===== src/source/raster_settings.svh =====
`ifndef RASTER_SETTINGS_SVH
`define RASTER_SETTINGS_SVH

// One registry slot per model id
`define MODEL_COUNT 8

// Triangle memory depth shared by all models
`define TRIANGLE_COUNT 64

// Signed screen coordinate width
`define COORD_W 16

`endif

===== src/source/raster_pkg.sv =====
`include "raster_settings.svh"

package raster_pkg;

    typedef logic [$clog2(`MODEL_COUNT)-1:0] model_id_t;

    // One extra bit so that a full model count fits
    typedef logic [$clog2(`TRIANGLE_COUNT):0] tri_idx_t;

    typedef struct packed {
        logic signed [`COORD_W-1:0] x;
        logic signed [`COORD_W-1:0] y;
    } vertex_t;

    typedef struct packed {
        vertex_t v0;
        vertex_t v1;
        vertex_t v2;
    } triangle_t;

    typedef struct packed {
        model_id_t model_id;
        logic      close;     // Last triangle of this model
        triangle_t triangle;
    } modelbuf_write_t;

    typedef struct packed {
        model_id_t model_index;
        tri_idx_t  triangle_index;
    } modelbuf_read_t;

    typedef struct packed {
        logic      last;
        model_id_t model_id;
        tri_idx_t  triangle_index;
    } triangle_meta_t;

    typedef struct packed {
        logic signed [`COORD_W-1:0] x_min;
        logic signed [`COORD_W-1:0] x_max;
        logic signed [`COORD_W-1:0] y_min;
        logic signed [`COORD_W-1:0] y_max;
    } bbox_t;

    typedef struct packed {
        triangle_t      triangle;
        bbox_t          bbox;
        triangle_meta_t meta;
    } setup_out_t;

endpackage


===== src/source/triangle_setup.sv =====
`timescale 1ns/1ps
`include "raster_settings.svh"

module triangle_setup (
    input  logic                       clk,
    input  logic                       rstn,

    input  logic                       in_valid,
    output logic                       in_ready,
    input  raster_pkg::triangle_t      in_triangle,
    input  raster_pkg::triangle_meta_t in_meta,

    output logic                       out_valid,
    input  logic                       out_ready,
    output raster_pkg::setup_out_t     out_data
);

    raster_pkg::bbox_t bbox;
    logic              in_fire;

    function automatic logic signed [`COORD_W-1:0] min3(
        input logic signed [`COORD_W-1:0] a,
        input logic signed [`COORD_W-1:0] b,
        input logic signed [`COORD_W-1:0] c
    );
        logic signed [`COORD_W-1:0] m;
        m = (a < b) ? a : b;
        return (c < m) ? c : m;
    endfunction

    function automatic logic signed [`COORD_W-1:0] max3(
        input logic signed [`COORD_W-1:0] a,
        input logic signed [`COORD_W-1:0] b,
        input logic signed [`COORD_W-1:0] c
    );
        logic signed [`COORD_W-1:0] m;
        m = (a > b) ? a : b;
        return (c > m) ? c : m;
    endfunction

    // Screen bounding box from a signed compare on each axis
    always_comb begin
        bbox.x_min = min3(in_triangle.v0.x, in_triangle.v1.x, in_triangle.v2.x);
        bbox.x_max = max3(in_triangle.v0.x, in_triangle.v1.x, in_triangle.v2.x);
        bbox.y_min = min3(in_triangle.v0.y, in_triangle.v1.y, in_triangle.v2.y);
        bbox.y_max = max3(in_triangle.v0.y, in_triangle.v1.y, in_triangle.v2.y);
    end

    assign in_ready = !out_valid || out_ready;
    assign in_fire  = in_valid && in_ready;

    always_ff @(posedge clk or negedge rstn) begin
        if (!rstn) begin
            out_valid <= 1'b0;
        end else if (in_fire) begin
            out_valid <= 1'b1;
        end else if (out_ready) begin
            out_valid <= 1'b0;
        end
    end

    always_ff @(posedge clk) begin
        if (in_fire) begin
            out_data <= '{triangle: in_triangle, bbox: bbox, meta: in_meta};
        end
    end

    out_hold_a: assert property (@(posedge clk) disable iff (!rstn)
        out_valid && !out_ready |=> out_valid && $stable(out_data))
        else $error("triangle_setup: output changed while stalled");

endmodule


===== config.mk =====
export PLATFORM = sky130hd
export DESIGN_NAME = triangle_setup
export DESIGN_NICKNAME = d
export VERILOG_FILES = /design/src/source/raster_pkg.sv /design/src/source/triangle_setup.sv
export VERILOG_INCLUDE_DIRS = /design/src /design/src/source
export SDC_FILE = /design/constraint.sdc
export NUM_CORES = 1
export LEC_CHECK = 0
export ABC_AREA = 1
export BUFFER_PORTS_ARGS = -buffer_cell sky130_fd_sc_hd__buf_2
export CORE_ASPECT_RATIO = 2
export CORE_MARGIN = 1
export CORE_UTILIZATION = 52
export DETAILED_ROUTE_END_ITERATION = 8
export GPL_ROUTABILITY_DRIVEN = 0
export GPL_TIMING_DRIVEN = 1
export HOLD_SLACK_MARGIN = 0.08
export PLACE_DENSITY = 0.81
export SLEW_MARGIN = 40
export SYNTH_ARGS = -nofsm -noshare
export SYNTH_HDL_FRONTEND = slang
export SYNTH_SLANG_ARGS = --single-unit

===== constraint.sdc =====
create_clock -name clk -period 12.17 [get_ports clk]
set_input_delay 2.434 -clock clk [delete_from_list [all_inputs] [get_ports clk]]
set_output_delay 2.434 -clock clk [all_outputs]
set_load 0.05 [all_outputs]

# After elaboration in Yosys (flattened, before gate mapping)
# Index checks and enable logic that the tools add are counted.
# word_totals
out_inout_bits	173
in_bits	111
reg_bits	172
elab_cells	36
# classes
muxes	10
reduce_logical	4
n_lt_le_gt_ge	8
# op_table
operator	count
two-way mux 16 bit	8
> comparator 16 bit	4
< comparator 16 bit	4
two-way mux 1 bit	2
nonzero test 2 bit	1
logical AND 1 bit	1
logical NOT 1 bit	1
logical OR 1 bit	1

# Logic depth before layout (Yosys ltp)
# logic_depth
word_depth	4
depth_mapped	31
ltp_nobuf	29

# Worst setup path before layout
# Ideal clock, no wire load.
# synth_timing
path_kind	input -> register
startpoint	input in_valid
endpoint	register out_data[0] (netlist name), enable pin
setup_ps	757
path_stages	2
t_arrival_ps	10692
required_time_ps	11413
setup_slack_ps	720
n_path_buf	0
cell_sequence	inv_1 a21oi_1
# synth_via
elab_chain_len	1
# synth_rtl
item	line	source
start, declared	triangle_setup.sv:8	input logic in_valid,
logical AND 1 bit	triangle_setup.sv:50	assign in_fire = in_valid && in_ready;
via in_fire	triangle_setup.sv:19	logic in_fire;
end signal, assigned	triangle_setup.sv:64	out_data <= '{triangle: in_triangle, bbox: bbox, meta: in_meta};
end, declared	triangle_setup.sv:15	output raster_pkg::setup_out_t out_data
# The timed path passes the listed nets, and every way through them passes these cells.
# A chain may end at the register's enable or synchronous reset.

==> results.sh <==
export IMPL_worstRegToRegCells=3
export IMPL_vdd_drop_max_mv=0.09687
export IMPL_die_area_um2=18570
export IMPL_grt_setup_unrepaired="false"
export IMPL_wire_length_of_the_first_global_routing_pass_mm=39.72
export IMPL_setup_violations_final=0
export IMPL_detailroute_via_count=7641
export IMPL_relSlewSlack=0.3328
export IMPL_portBuffers=283
export IMPL_total_core_area_um2=17700
export IMPL_cts_hold_fix_buffers=0
export IMPL_critical_path_reg2reg_endpoint="out_data[26]"
export IMPL_layout_min_cycle_time_ns=6.907
export IMPL_min_delay_start="out_valid"
export IMPL_postSynthCellCount=893
export IMPL_count_of_flip_flops_with_a_built_in_enable_after_synthesis=171
export IMPL_clk_insertion_delay_late_ns=0.44
export IMPL_synth_cells_most_frequent="sky130_fd_sc_hd__nand2_1 (187), sky130_fd_sc_hd__edfxtp_1 (171), sky130_fd_sc_hd__inv_1 (109), sky130_fd_sc_hd__ha_1 (94), sky130_fd_sc_hd__o21ai_0 (65)"
export IMPL_drc=0
export IMPL_max_clock_path_buffers=2
export IMPL_post_layout_total_power_mw=1.990
export IMPL_fillCellCount=1409
export IMPL_post_dp_hpwl_mm=20.82
export IMPL_average_cell_area_after_synthesis_um2=10.48
export IMPL_worstReg2RegStart="out_valid"
export IMPL_tritoncts_num_sinks=172
export IMPL_floorplan_initialDensity=0.5288
export IMPL_area_growth_pct=23.61
export IMPL_cts_root_buf="sky130_fd_sc_hd__clkbuf_16"
export IMPL_synth_yosys_warnings=0
export IMPL_drt_pass1_iterations=7
export IMPL_post_drt_wl_per_cell_um=19.23
export IMPL_final_nets=1377
export IMPL_achievable_frequency_mhz=144.8
export IMPL_die_height_um=191.7
export IMPL_cap_viol_max_count=0
export IMPL_power_per_cell_area_nw_per_um2=172.1
export IMPL_setup_worst_path_class="in -> reg"
export IMPL_worstMarginPinSlew_ns=0.9903
export IMPL_layout_drive_gt1_share=0.3148
export IMPL_yosys_cell_types_count=38
export IMPL_fin_crit_sh=0.5676
export IMPL_cts_post_setup_buffers_inserted=0
export IMPL_die_width_um=96.87
export IMPL_class_of_the_most_critical_hold_timing_path="reg -> reg"
export IMPL_grt_start_max_net_pins=172
export IMPL_cp_launch_point="in_triangle[63]"
export IMPL_cts_inserted_buffers=17
export IMPL_synthArstFlopShare=0.005814
export IMPL_setup_total_negative_slack_ns=0
export IMPL_whs_endpoint="out_valid"
export IMPL_yosys_top_cells_area="sky130_fd_sc_hd__edfxtp_1 (55%), sky130_fd_sc_hd__ha_1 (13%), sky130_fd_sc_hd__nand2_1 (7.5%)"
export IMPL_global_route_overflow_total=0
export IMPL_p_leak_nw=5.488
export IMPL_synth_top_cell_area_share=0.5487
export IMPL_postSynthRegisterBits=172
export IMPL_status="finished, final reports clean"
export IMPL_cp_data_arrival_time_ns=7.14
export IMPL_pin_count=284
export IMPL_drt_vias_per_instance=5.466
export IMPL_cp_start_kind="input pin"
export IMPL_cts_tree="built"
export IMPL_via_count_of_the_first_global_routing_pass=7600
export IMPL_worst_ep_required_time_ns=12.40
export IMPL_crit_path_max_fanout=32
export IMPL_grt_use_total=0.2907
export IMPL_synth_most_common_cell="sky130_fd_sc_hd__nand2_1"
export IMPL_n_antenna_cell=0
export IMPL_drt_initial_drc_count=279
export IMPL_worst_clock_skew_ns=0.008390
export IMPL_share_of_the_yosys_chip_area_belonging_to_registers=0.5513
export IMPL_cts_repair_resize_count=0
export IMPL_mappedNetlistArea_um2=9359
export IMPL_synth_top_flop_cell="sky130_fd_sc_hd__edfxtp_1"
export IMPL_setup_worst_path_end_class="flop"
export IMPL_routed_wire_length_mm=26.88
export IMPL_cts_reportedPaths_clkPinSlew_ns=0.07
export IMPL_grt_antenna_before_repair=0
export IMPL_cts_htree_levels=4
export IMPL_regToRegSetupSlack_ns=10.31
export IMPL_finalHoldViolations=0
export IMPL_slew_viol_final=0
export IMPL_synth_largest_area_cell="sky130_fd_sc_hd__edfxtp_1"
export IMPL_syn_nets=1098
export IMPL_hold_path_depth=2
export IMPL_std_cell_rows=69
export IMPL_drt_antenna_violating_nets=0
==> layout make-up <==
cell class,instances,area [µm²],share of cell area
clock inverter,15,183.9,0.01590
multi-input combinational,585,3652,0.3157
clock buffer,17,425.4,0.03677
tap,213,266.5,0.02304
timing repair buffer,285,1464,0.1265
sequential,172,5160,0.4460
inverter,111,416.7,0.03602
==> metrics by stage <==
step / hold WS [ns] / worst slack [ns] / utilization / instance area, µm² / cells
floorplan: 1.133 / 0.7202 / - / 9359 / 893
global placement: 0.5589 / 4.556 / 0.6173 / 10920 / 1365
detailed placement: 0.5707 / 4.705 / 0.6174 / 10930 / 1365
CTS: 0.5872 / 5.139 / 0.6518 / 11540 / 1397
global route: 0.6259 / 4.909 / 0.6537 / 11570 / 1398
finish: 0.5795 / 5.263 / 0.6537 / 11570 / 1398
==> how the worst max path moves through the flow <==
stage | to | slack [ns] | cells after the start
after floorplan | out_data[0] | 0.72 | 2
after global placement | out_data[47] | 4.56 | 23
after detailed placement | out_data[47] | 4.70 | 20
after CTS | out_data[47] | 5.14 | 20
after global routing | out_data[57] | 4.91 | 21
final | out_data[47] | 5.26 | 20
==> metal layers <==
layer | GRT usage | wire (µm)
met1 | 0.2435 | 7969
met2 | 0.5520 | 14740
met3 | 0.04767 | 1413
met4 | 0.2933 | 2759
met5 | 0 | 0
==> where the power goes <==
part / internal [mW] / leakage, nW / switching (mW) / total (mW)
combinational: 0.169 / 3.55 / 0.502 / 0.670
clock: 0.327 / 0.299 / 0.244 / 0.572
sequential: 0.734 / 1.64 / 0.0141 / 0.749
==> layout by cell type, fill, tap and decap left out, types with 5 or more instances in the layout <==
cell and count:
sky130_fd_sc_hd__a211oi_1 5, sky130_fd_sc_hd__a21oi_1 48, sky130_fd_sc_hd__buf_2 283, sky130_fd_sc_hd__clkbuf_16 17, sky130_fd_sc_hd__edfxtp_1 171, sky130_fd_sc_hd__ha_1 94, sky130_fd_sc_hd__inv_1 108, sky130_fd_sc_hd__inv_6 6
sky130_fd_sc_hd__nand2_1 184, sky130_fd_sc_hd__nand2_2 11, sky130_fd_sc_hd__nand2_4 6, sky130_fd_sc_hd__nand3_1 58, sky130_fd_sc_hd__nand3_2 24, sky130_fd_sc_hd__nand4_1 7, sky130_fd_sc_hd__nor2_1 33, sky130_fd_sc_hd__o21ai_0 65
sky130_fd_sc_hd__o21ai_1 20, sky130_fd_sc_hd__or2_2 6
==> worst max-delay path, stage by stage <==
cell and delay [ns]:
sky130_fd_sc_hd__buf_2 0.12, sky130_fd_sc_hd__inv_1 0.06, sky130_fd_sc_hd__ha_1 0.35, sky130_fd_sc_hd__a21oi_1 0.16
sky130_fd_sc_hd__o21ai_1 0.08, sky130_fd_sc_hd__a21oi_1 0.24, sky130_fd_sc_hd__nand2_1 0.11, sky130_fd_sc_hd__nand2_1 0.09
sky130_fd_sc_hd__nand2_1 0.42, sky130_fd_sc_hd__inv_2 0.27, sky130_fd_sc_hd__nand2_2 0.33, sky130_fd_sc_hd__o21ai_0 0.70
sky130_fd_sc_hd__ha_1 0.38, sky130_fd_sc_hd__nand2_1 0.08, sky130_fd_sc_hd__inv_1 0.03, sky130_fd_sc_hd__o21ai_0 0.16
sky130_fd_sc_hd__o2111ai_1 0.16, sky130_fd_sc_hd__xnor2_1 0.21, sky130_fd_sc_hd__nand2_2 0.34, sky130_fd_sc_hd__a21oi_1 0.40
==> cells by family (layout without fill, tap and decap cells) <==
| logic type | Yosys count | count (layout) | share of synthesized area |
|---|---|---|---|
| AOI/OAI and AO/OA | 149 | 149 | 0.08516 |
| xor gates and xnor gates | 1 | 1 | 0.0009360 |
| adders and majority gates | 94 | 94 | 0.1257 |
| buffers and inverters | 136 | 428 | 0.06043 |
| DFF | 172 | 172 | 0.5513 |
| and+or+nand+nor | 341 | 341 | 0.1765 |
==> sequential cells by signal, summed over array words and instances (netlist names) <==
| register | flops |
|---|---|
| out_data | 171 |
| out_valid | 1 |
(Power assumes the default switching activity.)
