`src/source/raster_settings.svh`:
```
`ifndef RASTER_SETTINGS_SVH
`define RASTER_SETTINGS_SVH

// One registry slot per model id
`define MODEL_COUNT 8

// Triangle memory depth shared by all models
`define TRIANGLE_COUNT 64

// Signed screen coordinate width
`define COORD_W 16

`endif
```
`src/source/raster_pkg.sv`:
```
`include "raster_settings.svh"

package raster_pkg;

    typedef logic [$clog2(`MODEL_COUNT)-1:0] model_id_t;

    // One extra bit so that a full model count fits
    typedef logic [$clog2(`TRIANGLE_COUNT):0] tri_idx_t;

    typedef struct packed {
        logic signed [`COORD_W-1:0] x;
        logic signed [`COORD_W-1:0] y;
    } vertex_t;

    typedef struct packed {
        vertex_t v0;
        vertex_t v1;
        vertex_t v2;
    } triangle_t;

    typedef struct packed {
        model_id_t model_id;
        logic      close;     // Last triangle of this model
        triangle_t triangle;
    } modelbuf_write_t;

    typedef struct packed {
        model_id_t model_index;
        tri_idx_t  triangle_index;
    } modelbuf_read_t;

    typedef struct packed {
        logic      last;
        model_id_t model_id;
        tri_idx_t  triangle_index;
    } triangle_meta_t;

    typedef struct packed {
        logic signed [`COORD_W-1:0] x_min;
        logic signed [`COORD_W-1:0] x_max;
        logic signed [`COORD_W-1:0] y_min;
        logic signed [`COORD_W-1:0] y_max;
    } bbox_t;

    typedef struct packed {
        triangle_t      triangle;
        bbox_t          bbox;
        triangle_meta_t meta;
    } setup_out_t;

endpackage

```
`src/source/model_walker.sv`:
```
`timescale 1ns/1ps

module model_walker (
    input  logic                       clk,
    input  logic                       rstn,

    input  logic                       draw_valid,
    output logic                       draw_ready,
    input  raster_pkg::model_id_t      draw_model,

    output raster_pkg::model_id_t      size_query_id,
    input  raster_pkg::tri_idx_t       size_query_count,

    output logic                       rd_req_valid,
    input  logic                       rd_req_ready,
    output raster_pkg::modelbuf_read_t rd_req_data
);

    typedef enum logic {
        ST_IDLE = 1'b0,
        ST_WALK = 1'b1
    } walk_state_t;

    walk_state_t           state;
    raster_pkg::model_id_t cur_model;
    raster_pkg::tri_idx_t  remaining;   // Requests still to issue
    raster_pkg::tri_idx_t  cur_index;
    logic                  draw_fire;
    logic                  req_fire;

    assign draw_ready    = (state == ST_IDLE);
    assign draw_fire     = draw_valid && draw_ready;

    // Lookup follows the incoming command until it is latched
    assign size_query_id = (state == ST_IDLE) ? draw_model : cur_model;

    assign rd_req_valid  = (state == ST_WALK);
    assign req_fire      = rd_req_valid && rd_req_ready;
    assign rd_req_data   = '{model_index: cur_model, triangle_index: cur_index};

    always_ff @(posedge clk or negedge rstn) begin
        if (!rstn) begin
            state     <= ST_IDLE;
            cur_model <= '0;
            remaining <= '0;
            cur_index <= '0;
        end else if (draw_fire) begin
            cur_model <= draw_model;
            remaining <= size_query_count;
            cur_index <= '0;
            // Nothing to walk for an empty or unclosed model
            state     <= (size_query_count == '0) ? ST_IDLE : ST_WALK;
        end else if (req_fire) begin
            cur_index <= cur_index + 1'b1;
            remaining <= remaining - 1'b1;
            if (remaining == raster_pkg::tri_idx_t'(1)) begin
                state <= ST_IDLE;   // Last request just went out
            end
        end
    end

    idle_no_req_a: assert property (@(posedge clk) disable iff (!rstn)
        (state == ST_IDLE) |-> !rd_req_valid)
        else $error("model_walker: read request while idle");

endmodule

```
`config.mk`:
```
export PLATFORM = sky130hd
export DESIGN_NAME = model_walker
export DESIGN_NICKNAME = d
export VERILOG_FILES = /design/src/source/raster_pkg.sv /design/src/source/model_walker.sv
export VERILOG_INCLUDE_DIRS = /design/src /design/src/source
export SDC_FILE = /design/constraint.sdc
export NUM_CORES = 1
export LEC_CHECK = 0
export ABC_CLOCK_PERIOD_IN_PS = 1500
export BUFFER_PORTS_ARGS = -buffer_cell sky130_fd_sc_hd__buf_2
export CORE_MARGIN = 3
export CORE_UTILIZATION = 49
export CTS_CLUSTER_SIZE = 16
export DETAILED_ROUTE_END_ITERATION = 10
export HOLD_SLACK_MARGIN = 0.05
export PLACE_DENSITY = 0.84
export SLEW_MARGIN = 40
export SYNTH_ARGS = -nofsm -noshare
export SYNTH_HDL_FRONTEND = slang
export SYNTH_SLANG_ARGS = --single-unit
```
`constraint.sdc`:
```
create_clock -name clk -period 1.5 [get_ports clk]
set_clock_uncertainty 0.05 [all_clocks]
set_input_delay 0.075 -clock clk [delete_from_list [all_inputs] [get_ports clk]]
set_output_delay 0.075 -clock clk [all_outputs]
set_load 0.02 [all_outputs]
```
# Yosys cells after proc, flatten, opt, wreduce, memory -nomap -nowiden
# Index checks and enable logic that the tools add are counted.
# op_classes
add_sub_neg	2
n_eq_ne	1
muxes	9
bitwise_logic	1
reduce_logical	6
# op_table
operator	n
$mux 7	4
$add 7x1->7 const B	1
$eq 7x1->1 const B	1
$logic_not 7->1	1
$sub 7x1->7 const B	1
$mux 1	4
$reduce_bool 2->1	2
$mux 3	1
$logic_and 1x1->1	2
$reduce_and 2->1	1
$not 1->1	1
# totals
ff_bits	18
in_bits	14
out_inout_bits	15
wordCells	23

# Depth between registers and ports, before layout
# Gate-level depths: netlist of run 1.
# depth
word_depth	4
depth_mapped	5

# Least setup slack after synthesis of run 1
# No wires, ideal clock.
# synth_path
path_type	reg-to-reg
from	register state, in the netlist rd_req_valid
to	register remaining[2]
setup_time_ns	0.126
t_arrival_ns	1.217
required_time_ns	1.324
slack_ns	0.107
stages_incl_launch_ff	5
n_path_buf	1
path_cell_list	dfrtp_1 > buf_4 > mux2_2 > o21ai_1 > a221o_1
# synth_via
elab_chain_len	3
# synth_rtl
element	line_no	rtl
from (decl)	model_walker.sv:24	walk_state_t state;
from (signal assigned)	model_walker.sv:52	state <= (size_query_count == '0) ? ST_IDLE : ST_WALK;
$not 1->1	n/a	
$logic_and 1x1->1	model_walker.sv:32	assign draw_fire = draw_valid && draw_ready;
$mux 7 / $reduce_bool 2->1 (equally long branches)	n/a	
to (signal assigned)	model_walker.sv:49	remaining <= size_query_count;
to (signal assigned)	model_walker.sv:55	remaining <= remaining - 1'b1;
to (decl)	model_walker.sv:26	raster_pkg::tri_idx_t remaining;
# Several ways; a longest one is shown, not always the timed one.
# A chain may end at the register's enable or synchronous reset.

# Final worst setup path of run 1
# layout_path
from	register state, in the netlist rd_req_valid
to	register remaining[5]
# The elaborated chain is that of the path after synthesis.

==> impl_metrics.env, run 1 <==
export IMPL_crit_family="flip-flops"
export IMPL_drv_cap=0
export IMPL_start_kind="flip-flop"
export IMPL_path_max_fanout=6
export IMPL_insertion_delay_ns=0.29
export IMPL_dp_hpwl_um=1670
export IMPL_die_h_um=50.0
export IMPL_crit_path_end_kind="flip-flop"
export IMPL_dp_cells=148
export IMPL_initial_utilization_pct=53.2
export IMPL_synth_area_leaders="dfrtp_1 (47%), nand2_1 (7.9%), mux2_2 (4.7%)"
export IMPL_post_route_cell_area_um2=1340
export IMPL_synth_cells=94
export IMPL_p_switching_mw=1.00
export IMPL_synth_fp_nets=111
export IMPL_instances_no_fill=168
export IMPL_core_um2=1780
export IMPL_grt_pass1_vias=899
export IMPL_setup_viol=0
export IMPL_syn_area_per_cell_um2=10.1
export IMPL_wl_per_cell_um=14.1
export IMPL_grt_start_max_net_pins=19
export IMPL_ant_nets=0
export IMPL_netlist_area_um2=948
export IMPL_layout_drive_gt1_share_pct=39.9
export IMPL_grt_pass1_wl_um=4100
export IMPL_synth_top_area_share_pct=47.5
export IMPL_yosysUniqueCellTypes=36
export IMPL_cts_max_level=1
export IMPL_totalWireLength_um=2360
export IMPL_ctsLongestPathBuffers=2
export IMPL_cpMostUsedCell="buf_4"
export IMPL_grt_setup_unrepaired="true"
export IMPL_pin_count=29
export IMPL_async_flop_share_pct=100
export IMPL_status="finished clean"
export IMPL_synth_ff_type="dfrtp_1"
export IMPL_leakagePower_nw=0.677
export IMPL_drcViolationCount=0
export IMPL_die_w_um=50.0
export IMPL_synth_top_area_cell="dfrtp_1"
export IMPL_place_area_um2=1130
export IMPL_fin_nets=161
export IMPL_synth_yosys_seq_area_share_pct=47.5
export IMPL_dr_pass1_iters=4
export IMPL_power_frac_clock_pct=12.4
export IMPL_cp_cell_sequence="buf_4, nor2b_1, buf_4, nand2_1, o311ai_1"
export IMPL_tritoncts="done"
export IMPL_tightest_slew_ns=0.433
export IMPL_synth_edf_count=0
export IMPL_cts_buffers=3
export IMPL_path_buf_inv=2
export IMPL_crit_slowest_cell="dfrtp_2"
export IMPL_period_minus_slack_ns=1.45
export IMPL_slew_headroom_pct=71.1
export IMPL_crit_type="reg -> reg"
export IMPL_synth_seq_cells=18
export IMPL_cts_sinks=18
export IMPL_hold_class="in -> reg"
export IMPL_antenna_cells=0
export IMPL_final_util_pct=75.2
export IMPL_clkSlewWorstSetupHoldPaths_ns=0.10
export IMPL_rows=15
export IMPL_vias_per_cell=5.51
export IMPL_maxSlewViolCount=0
export IMPL_track_usage_pct=21.6
export IMPL_p_int_mw=1.41
export IMPL_finalPower_mw=2.41
export IMPL_die_area_um2=2500
export IMPL_sw_frac_of_total_pct=41.6
export IMPL_seqPwrFrac_pct=36.5
export IMPL_area_delta_synth_final_pct=41.4
export IMPL_vias=925
export IMPL_power_density_nw_per_um2=1800
export IMPL_vdd_drop_max_uv=1080
export IMPL_pwr_share_comb_pct=51.0
export IMPL_drt_iter0_markers=19
export IMPL_max_freq_mhz=691
export IMPL_finalHoldViolations=0
export IMPL_grt_ovfl_total=0
export IMPL_portBuffers=28
export IMPL_yosysWarningCount=0
export IMPL_cts_root_buffer="clkbuf_4"
export IMPL_cp_arrival_ns=1.59
export IMPL_fillCellCount=127
export IMPL_slowest_delay_ns=0.43
export IMPL_fin_crit_sh_pct=96.5
export IMPL_antenna_found_initial=0
export IMPL_holdWs_ns=0.0690
export IMPL_cp_required_ns=1.64
export IMPL_place_congestion=0.851
## stage by stage
| stage | setup WS [ns] | TNS (ns) |
|---|---|---|
| after floorplan | 0.107 | 0 |
| after global placement | 0.0928 | 0 |
| after detailed placement | 0.0444 | 0 |
| after CTS | 0.0533 | 0 |
| after global routing | -0.0303 | -0.0582 |
| final | 0.0518 | 0 |
## power groups by stage
stage,logic [mW],clock network [mW],registers [mW]
finish,1.23,0.299,0.880
global route,1.36,0.336,0.919
CTS,1.14,0.303,0.866
detailed placement,1.05,0,0.891
global placement,1.02,0,0.879
floorplan,0.627,0,0.961
## layout make-up
cell class                 instances  area (um^2)  area share, %
multi-input combinational         69          492           36.7
sequential                        18          452           33.7
timing repair buffer              48          315           23.5
clock buffer                       4         36.3           2.71
tap                               25         31.3           2.33
inverter                           4         15.0           1.12
## placed cells by master (no fill, tap or decap), types with 2 or more instances in the layout
cell type and count:
dlygate4sd3_1 10, inv_2 2, buf_4 10, buf_2 28, nand4_1 3, or3_1 2, inv_1 2, o311ai_1 2
o22ai_1 2, dfrtp_1 17, mux2i_1 4, ha_1 2, nand2_1 20, mux2_2 4, o21ai_0 2, o211ai_1 5
clkbuf_4 3
## synth_stat cells, types with 3 or more instances
| master | n |
|---|---|
| mux2i_1 | 4 |
| nand2_1 | 20 |
| dfrtp_1 | 18 |
| inv_1 | 4 |
| mux2_2 | 4 |
| o211ai_1 | 5 |
| nand4_1 | 3 |
| ha_1 | 3 |
## sequential cells by signal (all words and copies together), names as in the netlist
register / count
cur_index: 7
cur_model: 3
rd_req_valid: 1
remaining: 7
## kinds of logic after synthesis
family          after synthesis  synth area share (%)
buf+inv                       7                  3.30
simple gates                 40                  22.4
flops                        18                  47.5
fa+ha+maj                     3                  3.96
compound gates               18                  13.9
mux                           8                  8.97
## worst reg2reg max path: stages (launching register included)
cell and delay [ns]:
dfrtp_2 0.43, buf_4 0.16, nor2b_1 0.36, buf_4 0.21, nand2_1 0.05, o311ai_1 0.08
## what timing repair did
action,CTS,global route
hold buffers,10,0
pin swaps,0,8
gates resized for setup,1,7
hold endpoints to repair,27,0
setup buffers,3,3
setup endpoints to repair,3,6
## final timing paths
path | start | end | slack, ns | depth (start not counted)
min in group asynchronous | rstn | cur_index[0] | 0.19 | 2
worst min register to register | cur_index[3] | cur_index[3] | 0.44 | 1
worst max register to register | rd_req_valid | remaining[5] | 0.05 | 5
worst min-delay path | size_query_count[0] | remaining[0] | 0.07 | 3
max in group asynchronous | rstn | rd_req_valid | 0.91 | 2
worst max-delay path | rd_req_valid | remaining[5] | 0.05 | 5
## per-layer routing
metal	GRT usage [%]	share of wire, %	wire length, um
met4	6.91	0.42	10
met5	0	0	0
met2	34.3	51	1210
met3	4.53	6.4	151
met1	28.9	42	995
No activity file was read; power rests on OpenSTA's default activity.
==> run 2, diff against run 1 <==
--- a/config.mk
+++ b/config.mk
@@ -10,3 +10,2 @@
 export BUFFER_PORTS_ARGS = -buffer_cell sky130_fd_sc_hd__buf_2
-export CORE_MARGIN = 3
 export CORE_UTILIZATION = 49
@@ -14,2 +13,3 @@
 export DETAILED_ROUTE_END_ITERATION = 10
+export GPL_TIMING_DRIVEN = 0
 export HOLD_SLACK_MARGIN = 0.05
==> constraint.sdc (replaced) <==
create_clock -name clk -period 1.5 [get_ports clk]
set_clock_uncertainty 0.05 [all_clocks]
set_input_delay 0.225 -clock clk [delete_from_list [all_inputs] [get_ports clk]]
set_output_delay 0.225 -clock clk [all_outputs]
set_load 0.02 [all_outputs]
==> run 2 against run 1 <==
  * The run now ends with negative setup slack left
  * Final cell count fell by 6.5%
  * Sequential share of layout area rose by 1.7 points
  * Via count fell by 5.0%
  * Fmax fell by 6.1%
  * Final area fell by 4.9%
  * Clock power barely moved
  * Non-clock buffer count fell by 11
  * Sequential cell count did not move
  * Count of clock-buffer cells in the layout did not move
  * Critical endpoint is now size_query_id[2]
  * Largest power group unchanged
==> impl_metrics.env, run 2 (same netlist as run 1, synthesis figures left out) <==
export IMPL_vias_per_cell=5.60
export IMPL_start_kind="flip-flop"
export IMPL_path_depth=3
export IMPL_power_density_nw_per_um2=1990
export IMPL_area_delta_synth_final_pct=34.4
export IMPL_tritoncts="done"
export IMPL_path_buf_inv=2
export IMPL_min_from="draw_model[1]"
export IMPL_final_cell_mix="buf_2 (24), nand2_1 (20), dfrtp_1 (18), buf_6 (6)"
export IMPL_insertion_delay_ns=0.29
export IMPL_clkSlewWorstSetupHoldPaths_ns=0.11
export IMPL_hold_class="in -> reg"
export IMPL_reg2reg_depth=5
export IMPL_slowest_delay_ns=0.41
export IMPL_die_area_um2=2120
export IMPL_seqPwrFrac_pct=34.2
export IMPL_place_area_um2=1120
export IMPL_drcViolationCount=0
export IMPL_grt_start_max_net_pins=19
export IMPL_portBuffers=28
export IMPL_vdd_drop_max_uv=1270
export IMPL_slew_headroom_pct=72.7
export IMPL_cpMostUsedCell="buf_6"
export IMPL_p_int_mw=1.49
export IMPL_layout_drive_gt1_share_pct=40.2
export IMPL_crit_path_end_kind="output pin"
export IMPL_drt_iter0_markers=15
export IMPL_die_w_um=46.0
export IMPL_ant_nets=0
export IMPL_layout_commonest_cell="buf_2"
export IMPL_grt_pass1_vias=790
export IMPL_grt_pass1_wl_um=3410
export IMPL_cts_max_level=1
export IMPL_initial_utilization_pct=53.8
export IMPL_pin_count=29
export IMPL_cts_buffers=3
export IMPL_final_util_pct=72.3
export IMPL_die_h_um=46.0
export IMPL_ctsLongestPathBuffers=2
export IMPL_pwr_share_comb_pct=53.8
export IMPL_dr_pass1_iters=4
export IMPL_vias=879
export IMPL_holdWs_ns=0.0748
export IMPL_totalWireLength_um=2310
export IMPL_finalHoldViolations=0
export IMPL_dp_hpwl_um=1540
export IMPL_finalPower_mw=2.53
export IMPL_maxSlewViolCount=0
export IMPL_track_usage_pct=23.1
export IMPL_period_minus_slack_ns=1.54
export IMPL_worstHoldPathCells=3
export IMPL_cts_sinks=18
export IMPL_cp_cell_sequence="buf_6, mux2_4, buf_6"
export IMPL_rr_startpoint="rd_req_valid"
export IMPL_fin_ws_ns=-0.0425
export IMPL_failed_checks="negative setup slack"
export IMPL_antenna_found_initial=0
export IMPL_reg_largest_list="cur_index: 7 flops, remaining: 7 flops, cur_model: 3 flops"
export IMPL_drv_cap=0
export IMPL_path_max_fanout=4
export IMPL_status="complete, but fails checks"
export IMPL_cp_required_ns=1.22
export IMPL_crit_type="reg -> out"
export IMPL_post_route_cell_area_um2=1270
export IMPL_fin_nets=150
export IMPL_sw_frac_of_total_pct=41.3
export IMPL_grt_setup_unrepaired="true"
export IMPL_cp_arrival_ns=1.27
export IMPL_grt_ovfl_total=0
export IMPL_ff2ff_setup_slack_ns=0.07
export IMPL_crit_family="flip-flops"
export IMPL_power_frac_clock_pct=11.9
export IMPL_worst_hold_path_endpoint="cur_model[1]"
export IMPL_core_um2=1760
export IMPL_rows=15
export IMPL_rr_endpoint="remaining[2]"
export IMPL_antenna_cells=0
export IMPL_setup_viol=3
export IMPL_tightest_slew_ns=0.409
export IMPL_fin_crit_sh_pct=103
export IMPL_cts_root_buffer="clkbuf_4"
export IMPL_p_switching_mw=1.05
export IMPL_crit_slowest_cell="dfrtp_1"
export IMPL_place_congestion=0.801
export IMPL_wl_per_cell_um=14.7
export IMPL_fillCellCount=138
export IMPL_max_freq_mhz=648
export IMPL_leakagePower_nw=0.662
-- run 2: stage by stage --
stage	setup WS, ns	setup TNS (ns)	std cells
detailed placement	0.0426	0	147
global placement	0.0796	0	147
floorplan	0.107	0	94
finish	-0.0425	-0.124	157
global route	-0.0909	-0.281	157
CTS	-0.0397	-0.105	154
-- run 2: timing repair --
action / CTS / global route
hold endpoints to repair: 18 / 0
setup endpoints to repair: 3 / 9
gates resized for setup: 10 / 13
buffers inserted: 2 / 3
pin swaps: 0 / 4
hold buffers: 1 / 0
-- run 2: final cells by class --
cell class                      instances  area, um^2  area share (%)
Clock buffer                            4        36.3            2.85
Timing Repair Buffer                   34         213            16.7
Tap cell                               25        31.3            2.45
Buffer                                  3        27.5            2.16
Sequential cell                        18         450            35.3
Multi-Input combinational cell         69         502            39.4
Inverter                                4        15.0            1.18
-- run 2: worst max-delay path by stage --
stage                             from               end  slack [ns]
after CTS                 rd_req_valid  size_query_id[2]       -0.04
final                     rd_req_valid  size_query_id[2]       -0.04
after global routing      rd_req_valid  size_query_id[2]       -0.09
after floorplan           rd_req_valid      remaining[2]        0.11
after detailed placement  rd_req_valid      remaining[4]        0.04
after global placement    rd_req_valid      remaining[4]        0.08
-- run 2: layer usage --
| layer | share of wire [%] | vias to the layer above | GRT usage, % |
|---|---|---|---|
| met2 | 49 | 31 | 37.5 |
| met4 | 1.6 | 0 | 8.82 |
| met1 | 45 | 418 | 30.1 |
| met3 | 4.9 | 6 | 4.76 |
| li1 | - | 424 | - |
| met5 | 0 | - | 0 |
-- run 2: worst min-delay path: cells and delay by family --
kind | cells | cell delay, ns
buffers and inverters | 1 | 0.08
AND/OR/NAND/NOR | 2 | 0.09
-- run 2: power groups by stage --
stage	sequential, mW	clock (mW)	combinational [mW]
3_3_place_gp	0.861	0	1.02
4_1_cts	0.863	0.305	1.19
6_report	0.867	0.302	1.36
3_5_place_dp	0.880	0	1.05
2_1_floorplan	0.961	0	0.627
5_1_grt	0.888	0.329	1.47
